<file path="config.mk">
export PLATFORM = sky130hd
export DESIGN_NAME = echo_delay_top
export DESIGN_NICKNAME = d
export VERILOG_FILES = /design/src/apb_map_pkg.sv /design/src/echo_types_pkg.sv /design/src/echo_ifs.sv /design/src/apb_ctrl_decode.sv /design/src/echo_delay_top.sv /design/src/i2s_recorder.sv /design/src/ring_buffer.sv /design/src/tap_correlator.sv
export VERILOG_INCLUDE_DIRS = /design/src
export SDC_FILE = /design/constraint.sdc
export NUM_CORES = 2
export LEC_CHECK = 0
export ABC_AREA = 0
export BUFFER_PORTS_ARGS = -buffer_cell sky130_fd_sc_hd__clkbuf_2
export CAP_MARGIN = 20
export CORE_MARGIN = 8
export CORE_UTILIZATION = 50
export CTS_CLUSTER_DIAMETER = 100
export CTS_CLUSTER_SIZE = 24
export DETAILED_ROUTE_END_ITERATION = 10
export PLACE_DENSITY = 0.66
export SLEW_MARGIN = 5
export SYNTH_ARGS = -nofsm -noshare
export SYNTH_HDL_FRONTEND = slang
export SYNTH_SLANG_ARGS = --single-unit
</file>
<file path="constraint.sdc">
create_clock -name i_clk -period 19.45 [get_ports i_clk]
set_input_delay 4.8625 -clock i_clk [delete_from_list [all_inputs] [get_ports i_clk]]
set_output_delay 4.8625 -clock i_clk [all_outputs]
set_load 0.01 [all_outputs]
</file>
<file path="src/echo_settings.svh">
`ifndef ECHO_SETTINGS_SVH
`define ECHO_SETTINGS_SVH

// width of one signed audio sample.
`define READBIT 16

// number of entries in the ring buffer.
`define BUFFER_LENGTH 16

// legal delay window, in samples.
`define DELTA_START 4
`define DELTA_LAST 11

// distance between near and far taps.
`define L 4

// correlator accumulator width, wraps on overflow.
`define ACC_WIDTH 40

`endif

</file>
<file path="src/apb_map_pkg.sv">
package apb_map_pkg;

    // register byte offsets.
    typedef enum logic [7:0] {
        REG_CTRL    = 8'h00,
        REG_DELTA   = 8'h04,
        REG_STATUS  = 8'h08,
        REG_TAPS    = 8'h0C,
        REG_CORR_LO = 8'h10,
        REG_CORR_HI = 8'h14
    } reg_addr_e;

    // command bits in REG_CTRL.
    localparam int unsigned CTRL_START   = 0;
    localparam int unsigned CTRL_ITERATE = 1;
    localparam int unsigned CTRL_CLEAR   = 2;
    localparam int unsigned CTRL_STOP    = 3;

    typedef logic [31:0] apb_data_t;

endpackage

</file>
<file path="src/echo_types_pkg.sv">
`include "echo_settings.svh"

package echo_types_pkg;

    // buffer phase.
    typedef enum logic [1:0] {
        ST_IDLE    = 2'd0,
        ST_INITIAL = 2'd1,
        ST_ITERATE = 2'd2
    } buf_state_e;

    typedef logic signed [`READBIT-1:0] sample_t;

    typedef logic [$clog2(`BUFFER_LENGTH)-1:0] ptr_t;

    // holds any value up to DELTA_LAST.
    typedef logic [$clog2(`DELTA_LAST+1)-1:0] delta_t;

    typedef logic signed [`ACC_WIDTH-1:0] acc_t;

endpackage

</file>
<file path="src/echo_ifs.sv">
interface ctrl_if
    import echo_types_pkg::*;
();
    logic       start;
    logic       iterate;
    logic       clear;
    logic       stop;
    delta_t     delta;
    buf_state_e state;

    modport decoder (
        output start,
        output iterate,
        output clear,
        output stop,
        output delta,
        input  state
    );

    modport buffer (
        input  start,
        input  iterate,
        input  stop,
        input  delta,
        output state
    );

    // correlator only needs the clear pulse and the phase.
    modport monitor (
        input clear,
        input state
    );
endinterface

interface tap_if
    import echo_types_pkg::*;
();
    sample_t near;
    sample_t far;
    logic    tap_valid;

    modport source (output near, output far, output tap_valid);
    modport sink (input near, input far, input tap_valid);
endinterface

</file>
<file path="src/apb_ctrl_decode.sv">
`include "echo_settings.svh"

module apb_ctrl_decode
    import echo_types_pkg::*;
    import apb_map_pkg::*;
(
    input  logic       i_clk,
    input  logic       i_rst,
    input  logic       i_psel,
    input  logic       i_penable,
    input  logic       i_pwrite,
    input  logic [7:0] i_paddr,
    input  apb_data_t  i_pwdata,
    output apb_data_t  o_prdata,
    output logic       o_pready,
    output logic       o_pslverr,
    ctrl_if.decoder    ctrl,
    tap_if.sink        taps,
    input  acc_t       i_acc
);
    logic       access;
    logic       delta_ok;
    logic       ctrl_wr;
    logic       delta_wr;
    logic [3:0] cmd_d;
    logic [3:0] cmd_q;
    delta_t     delta_q;

    assign access   = i_psel && i_penable;
    assign delta_ok = (i_pwdata >= `DELTA_START) && (i_pwdata <= `DELTA_LAST);
    assign ctrl_wr  = access && i_pwrite && (i_paddr == REG_CTRL);
    assign delta_wr = access && i_pwrite && (i_paddr == REG_DELTA) && delta_ok;
    assign o_pready = 1'b1;

    always_comb begin
        o_pslverr = 1'b0;
        o_prdata  = '0;
        if (access) begin
            case (i_paddr)
                REG_CTRL: begin
                    o_pslverr = !i_pwrite;
                end
                REG_DELTA: begin
                    if (i_pwrite) begin
                        o_pslverr = !delta_ok;
                    end else begin
                        o_prdata = apb_data_t'(delta_q);
                    end
                end
                REG_STATUS: begin
                    o_pslverr = i_pwrite;
                    o_prdata  = apb_data_t'(ctrl.state);
                end
                REG_TAPS: begin
                    o_pslverr = i_pwrite;
                    o_prdata  = {taps.far, taps.near};
                end
                REG_CORR_LO: begin
                    o_pslverr = i_pwrite;
                    o_prdata  = i_acc[31:0];
                end
                REG_CORR_HI: begin
                    o_pslverr = i_pwrite;
                    o_prdata  = {{(64 - `ACC_WIDTH){i_acc[`ACC_WIDTH-1]}}, i_acc[`ACC_WIDTH-1:32]};
                end
                default: begin
                    o_pslverr = 1'b1;
                end
            endcase
        end
    end

    // each command bit of a ctrl write becomes a one-cycle pulse.
    assign cmd_d = ctrl_wr ? i_pwdata[3:0] : 4'b0000;

    always_ff @(posedge i_clk or posedge i_rst) begin
        if (i_rst) begin
            cmd_q   <= '0;
            delta_q <= delta_t'(`DELTA_START);
        end else begin
            cmd_q <= cmd_d;
            if (delta_wr) begin
                delta_q <= delta_t'(i_pwdata);
            end
        end
    end

    assign ctrl.start   = cmd_q[CTRL_START];
    assign ctrl.iterate = cmd_q[CTRL_ITERATE];
    assign ctrl.clear   = cmd_q[CTRL_CLEAR];
    assign ctrl.stop    = cmd_q[CTRL_STOP];
    assign ctrl.delta   = delta_q;

    assert property (@(posedge i_clk) disable iff (i_rst) i_penable |-> i_psel);

    assert property (@(posedge i_clk) disable iff (i_rst) $onehot0(cmd_q));

endmodule

</file>
<file path="src/echo_delay_top.sv">
module echo_delay_top
    import echo_types_pkg::*;
    import apb_map_pkg::*;
(
    input  logic       i_clk,
    input  logic       i_rst,
    input  logic       i_bclk,
    input  logic       i_lrck,
    input  logic       i_data,
    input  logic       i_psel,
    input  logic       i_penable,
    input  logic       i_pwrite,
    input  logic [7:0] i_paddr,
    input  apb_data_t  i_pwdata,
    output apb_data_t  o_prdata,
    output logic       o_pready,
    output logic       o_pslverr
);
    sample_t sample;
    logic    sample_valid;
    acc_t    acc;

    ctrl_if ctrl ();
    tap_if  taps ();

    i2s_recorder u_recorder (
        .i_clk          (i_clk),
        .i_rst          (i_rst),
        .i_bclk         (i_bclk),
        .i_lrck         (i_lrck),
        .i_data         (i_data),
        .o_sample       (sample),
        .o_sample_valid (sample_valid)
    );

    apb_ctrl_decode u_decode (
        .i_clk     (i_clk),
        .i_rst     (i_rst),
        .i_psel    (i_psel),
        .i_penable (i_penable),
        .i_pwrite  (i_pwrite),
        .i_paddr   (i_paddr),
        .i_pwdata  (i_pwdata),
        .o_prdata  (o_prdata),
        .o_pready  (o_pready),
        .o_pslverr (o_pslverr),
        .ctrl      (ctrl.decoder),
        .taps      (taps.sink),
        .i_acc     (acc)
    );

    ring_buffer u_buffer (
        .i_clk          (i_clk),
        .i_rst          (i_rst),
        .i_sample       (sample),
        .i_sample_valid (sample_valid),
        .ctrl           (ctrl.buffer),
        .taps           (taps.source)
    );

    tap_correlator u_correlator (
        .i_clk (i_clk),
        .i_rst (i_rst),
        .taps  (taps.sink),
        .ctrl  (ctrl.monitor),
        .o_acc (acc)
    );

endmodule

</file>
<file path="src/i2s_recorder.sv">
`include "echo_settings.svh"

module i2s_recorder
    import echo_types_pkg::*;
(
    input  logic    i_clk,
    input  logic    i_rst,
    input  logic    i_bclk,
    input  logic    i_lrck,
    input  logic    i_data,
    output sample_t o_sample,
    output logic    o_sample_valid
);
    typedef logic [$clog2(`READBIT)-1:0] bit_cnt_t;

    logic [1:0] bclk_sync;
    logic [1:0] lrck_sync;
    logic [1:0] data_sync;
    logic       bclk_prev;
    logic       bclk_rise;
    logic       lrck_prev;
    logic       capturing;
    bit_cnt_t   bit_cnt;
    sample_t    shift_q;
    logic       valid_q;

    assign bclk_rise = bclk_sync[1] && !bclk_prev;

    always_ff @(posedge i_clk or posedge i_rst) begin
        if (i_rst) begin
            bclk_sync <= '0;
            lrck_sync <= '0;
            data_sync <= '0;
            bclk_prev <= 1'b0;
            lrck_prev <= 1'b0;
            capturing <= 1'b0;
            bit_cnt   <= '0;
            valid_q   <= 1'b0;
        end else begin
            bclk_sync <= {bclk_sync[0], i_bclk};
            lrck_sync <= {lrck_sync[0], i_lrck};
            data_sync <= {data_sync[0], i_data};
            bclk_prev <= bclk_sync[1];
            valid_q   <= bclk_rise && capturing && (bit_cnt == bit_cnt_t'(`READBIT - 1));
            if (bclk_rise) begin
                lrck_prev <= lrck_sync[1];
                // first bclk after lrck falls is the i2s one-bit delay.
                if (lrck_prev && !lrck_sync[1]) begin
                    capturing <= 1'b1;
                    bit_cnt   <= '0;
                end else if (capturing) begin
                    bit_cnt <= bit_cnt + 1'b1;
                    if (bit_cnt == bit_cnt_t'(`READBIT - 1)) begin
                        capturing <= 1'b0;
                    end
                end
            end
        end
    end

    // msb first.
    always_ff @(posedge i_clk) begin
        if (bclk_rise && capturing) begin
            shift_q <= {shift_q[`READBIT-2:0], data_sync[1]};
        end
    end

    assign o_sample       = shift_q;
    assign o_sample_valid = valid_q;

endmodule

</file>
<file path="src/ring_buffer.sv">
`include "echo_settings.svh"

module ring_buffer
    import echo_types_pkg::*;
(
    input  logic    i_clk,
    input  logic    i_rst,
    input  sample_t i_sample,
    input  logic    i_sample_valid,
    ctrl_if.buffer  ctrl,
    tap_if.source   taps
);
    buf_state_e state_q;
    buf_state_e state_d;
    sample_t    mem [`BUFFER_LENGTH];
    ptr_t       ptr_q;
    ptr_t       near_idx;
    ptr_t       far_idx;
    sample_t    near_q;
    sample_t    far_q;
    logic       wr_en;
    logic       wr_seen_q;
    logic       tap_valid_q;

    // entry at base + dly - DELTA_START - back, modulo the buffer length.
    function automatic ptr_t tap_index(input ptr_t base, input delta_t dly, input int back);
        int sum;
        sum = int'(base) + int'(dly) - `DELTA_START - back + `BUFFER_LENGTH;
        return ptr_t'(sum % `BUFFER_LENGTH);
    endfunction

    always_comb begin
        state_d = state_q;
        case (state_q)
            ST_IDLE: begin
                if (ctrl.start) begin
                    state_d = ST_INITIAL;
                end
            end
            ST_INITIAL: begin
                if (ctrl.stop) begin
                    state_d = ST_IDLE;
                end else if (ctrl.iterate) begin
                    state_d = ST_ITERATE;
                end
            end
            ST_ITERATE: begin
                if (ctrl.stop) begin
                    state_d = ST_IDLE;
                end
            end
            default: state_d = ST_IDLE;
        endcase
    end

    assign wr_en    = i_sample_valid && (state_q != ST_IDLE);
    assign near_idx = tap_index(ptr_q, ctrl.delta, 0);
    assign far_idx  = tap_index(ptr_q, ctrl.delta, `L);

    always_ff @(posedge i_clk or posedge i_rst) begin
        if (i_rst) begin
            state_q     <= ST_IDLE;
            ptr_q       <= '0;
            near_q      <= '0;
            far_q       <= '0;
            wr_seen_q   <= 1'b0;
            tap_valid_q <= 1'b0;
            for (int i = 0; i < `BUFFER_LENGTH; i++) begin
                mem[i] <= '0;
            end
        end else begin
            state_q   <= state_d;
            wr_seen_q <= wr_en;
            // taps catch up one cycle after the write.
            tap_valid_q <= wr_seen_q && (state_d != ST_IDLE);
            if (state_q == ST_IDLE) begin
                ptr_q <= '0;
                for (int i = 0; i < `BUFFER_LENGTH; i++) begin
                    mem[i] <= '0;
                end
            end else if (wr_en) begin
                mem[ptr_q] <= i_sample;
                ptr_q      <= (ptr_q == ptr_t'(`BUFFER_LENGTH - 1)) ? '0 : ptr_q + 1'b1;
            end
            case (state_q)
                ST_INITIAL: begin
                    near_q <= mem[near_idx];
                end
                ST_ITERATE: begin
                    near_q <= mem[near_idx];
                    far_q  <= mem[far_idx];
                end
                default: begin
                    near_q <= '0;
                    far_q  <= '0;
                end
            endcase
        end
    end

    assign ctrl.state     = state_q;
    assign taps.near      = near_q;
    assign taps.far       = far_q;
    assign taps.tap_valid = tap_valid_q;

    assert property (@(posedge i_clk) disable iff (i_rst)
        (state_q != ST_IDLE) |-> (ctrl.delta >= `DELTA_START && ctrl.delta <= `DELTA_LAST));

endmodule

</file>
<file path="src/tap_correlator.sv">
`include "echo_settings.svh"

module tap_correlator
    import echo_types_pkg::*;
(
    input  logic    i_clk,
    input  logic    i_rst,
    tap_if.sink     taps,
    ctrl_if.monitor ctrl,
    output acc_t    o_acc
);
    logic signed [2*`READBIT-1:0] product;
    acc_t                         acc_q;

    // full-width signed product of the two taps.
    assign product = taps.near * taps.far;

    always_ff @(posedge i_clk or posedge i_rst) begin
        if (i_rst) begin
            acc_q <= '0;
        end else if (ctrl.clear || ctrl.state == ST_IDLE) begin
            // idle keeps the sum at zero, so a stop also clears it.
            acc_q <= '0;
        end else if (taps.tap_valid && ctrl.state == ST_ITERATE) begin
            acc_q <= acc_q + acc_t'(product);
        end
    end

    assign o_acc = acc_q;

    assert property (@(posedge i_clk) disable iff (i_rst)
        (ctrl.state == ST_IDLE) |-> !taps.tap_valid);

endmodule

</file>
==> impl_metrics.toml <==
[clocking]
htree_levels = 1
cts_tree = "yes"
clock_path_buffers = 3
numCtsBuffers = 23
insertion_delay_ns = 0.61
ctsHoldBuffers = 0
ctsRootBufferMaster = "clkbuf_16"
postCtsSetupBuffers = 0
cts_resized = 0
clk_pin_slew_ns = 0.09
clock-sinks = 374

[worst_hold_path]
min_delay_path_depth = 0
hold_start = "u_recorder.lrck_sync[0]$_DFF_PP0_"
hp-class = "flip-flop to flip-flop"
min_to = "u_recorder.lrck_sync[1]$_DFF_PP0_"

[power]
total_power_mw = 1.41
ir_drop_mv = 0.0674
power_density_nw_per_um2 = 44.1
total_leakage_power_nw = 15.0

[sta]
setup_ws_ns = 7.46
min_period_over_period = 0.616
finalCriticalPeriod_ns = 11.99
max_freq_mhz = 83.4
finalSetupViolations = 0
tns_ns = 0
finalClockSkew_ns = 0.0345
slew_violations = 0
holdWs_ns = 0.354
rsz0062_at_grt = "no"
worstMarginPinSlew_ns = 1.02
hold_viol_final = 0
slew_headroom = 0.319

[worst_setup_path]
cp-end-kind = "output pin"
critical_path_required_ns = 14.59
crit_type = "primary input to output pin"
rr_worst_depth = 21
worstPathArrival_ns = 7.13
regToRegStartpoint = "u_buffer.taps.near[15]$_DFF_PP0_"
critPathLaunch = "i_paddr[1]"
reg2reg_slack_ns = 11.94
worstReg2RegEnd = "u_correlator.o_acc[39]$_DFFE_PP0P_"
worst_setup_path_start_kind = "primary input"
crit_path_max_fanout = 25

[final_layout]
drive_above_1_share = 0.0873
fin_nets = 3626
stdcell_count = 3910
final_cell_mix = "nand2_1 (747), inv_1 (427), dfrtp_1 (357)"
area_growth_pct = 5.39
fillers = 5367
fin_util = 0.530
final_cell_area_um2 = 31900
final_common_cell = "nand2_1"
antennaDiodeCount = 0

[grt]
antenna_found_initial = 1
track_usage = 0.251
grt_pass1_wl_um = 135000
grt_pass1_vias = 23600
grt_max_degree = 129
grt_overflow = 0

[synth]
synth-seq-area-share = 0.312
synth_fp_nets = 3710
syn-cell-area_um2 = 30300
synthSimpleGateAreaFrac = 0.145
synth_async_sr_flop_share = 0.957
yosysUniqueCellTypes = 73
postSynthAreaPerCell_um2 = 9.44
ys.flop_type = "dfrtp_1"
synth_compound_area_frac = 0.111
muxShareOfSynthArea = 0.0672
synth_top_family_by_area = "adder cells"
yosysWarnings = 0
synth_edf_count = 16
synthAdderAreaFrac = 0.272
ys_ff_latch = 374
synthCells = 3203
synth_xor_area_frac = 0.0113

[place]
gp_congestion = 0.938
post-place-ws_ns = 7.47
dpl.hpwl_um = 60400
placed_cells = 3872
placed_area_um2 = 31000
io_buffers = 80

[drt]
vias_per_cell = 5.84
drt_first_iter_violations = 2353
drt_wl_total_um = 84900
first_pass_iters = 6
vias = 22800
final_antenna_net_count = 0
wire_per_inst_um = 21.7
drc = 0

[floorplan]
initial_core_util = 0.503
rows = 90
die_h_um = 262
ioPinCount = 82
die_w_um = 262
die_area_um2 = 68600
coreArea_um2 = 60100

[run]
maxCapViolations = 0

[outcome]
outcome = "complete, no violations"
[critical path, stage by stage]
cell	delay [ns]
clkbuf_2	0.12
nor2_1	0.24
nand2_1	0.14
nor2_1	0.44
nand2_1	0.74
a21oi_1	0.39
clkbuf_2	0.17
[cell type report]
cell class / count / area (um^2) / share of cell area
Tap cell: 782 / 978 / 0.0307
Timing Repair Buffer: 108 / 671 / 0.0210
Multi-Input combinational cell: 2184 / 18400 / 0.578
Inverter: 428 / 1610 / 0.0506
Sequential cell: 374 / 9440 / 0.296
Clock inverter: 10 / 168 / 0.00526
Clock buffer: 24 / 579 / 0.0182
[layer usage]
| layer | GRT usage | part of all wire | wire [um] | vias to the layer above |
|---|---|---|---|---|
| met5 | 0 | 0.00015 | 13 | - |
| met4 | 0.0809 | 0.039 | 3350 | 2 |
| met3 | 0.0347 | 0.069 | 5850 | 191 |
| met2 | 0.421 | 0.48 | 40900 | 911 |
| met1 | 0.336 | 0.41 | 34800 | 11700 |
| li1 | - | - | - | 10100 |
[flip-flops by register name, summed over array words and instances, names as in the netlist, 2 cells and up]
| name | flops |
|---|---|
| u_recorder.o_sample | 16 |
| u_decode.cmd_q | 4 |
| u_recorder.lrck_sync | 2 |
| u_buffer.taps.far | 16 |
| u_decode.ctrl.delta | 4 |
| u_buffer.ctrl.state | 2 |
| u_recorder.bit_cnt | 4 |
| u_recorder.bclk_sync | 2 |
| u_correlator.o_acc | 40 |
| u_recorder.data_sync | 2 |
| u_buffer.ptr_q | 4 |
| u_buffer.mem | 256 |
| u_buffer.taps.near | 16 |
[synth_stat cells (all sizes together) (10+ instances only)]
cell | count | area, um^2
nand2 | 747 | 2800
fa | 331 | 6630
xor2 | 14 | 123
mux2 | 37 | 420
mux2i | 17 | 170
and3 | 10 | 62.6
clkbuf | 185 | 696
a22oi | 27 | 203
mux4 | 64 | 1440
a22o | 22 | 193
o21ai | 65 | 329
edfxtp | 16 | 480
ha | 128 | 1600
nand4 | 14 | 87.6
buf | 32 | 144
and2 | 131 | 820
nand3 | 19 | 95.1
dfrtp | 357 | 8930
nor4 | 10 | 77.6
xnor2 | 25 | 219
nor2 | 48 | 180
nor2b | 11 | 76.3
a21o | 23 | 173
a21oi | 320 | 1600
inv | 428 | 1610
o211a | 16 | 160
[cells by family (layout without fill, tap and decap cells)]
kind of cell | Yosys count | after routing
adder cells (fa/ha/maj) | 459 | 459
other | 1 | 1
AO/OA/AOI/OAI | 549 | 549
buffers and inverters | 645 | 570
AND/OR/NAND/NOR | 1018 | 1018
XOR/XNOR | 39 | 39
flip-flops | 374 | 374
multiplexers | 118 | 118
[where the power goes]
part	switching (mW)	internal, mW	leakage (nW)
registers	0.0178	0.790	5.12
logic	0.0301	0.0122	9.50
clock network	0.312	0.244	0.364
[how the worst max path moves through the flow]
stage / endpoint / cells past startpoint
2_1_floorplan: u_buffer.ctrl.state[0]$_DFF_PP0_ / 1
3_3_place_gp: o_prdata[7] / 7
3_5_place_dp: o_prdata[24] / 7
4_1_cts: o_prdata[24] / 7
5_1_grt: o_prdata[25] / 7
6_report: o_prdata[24] / 7
Power figures use the tool's default switching activity.
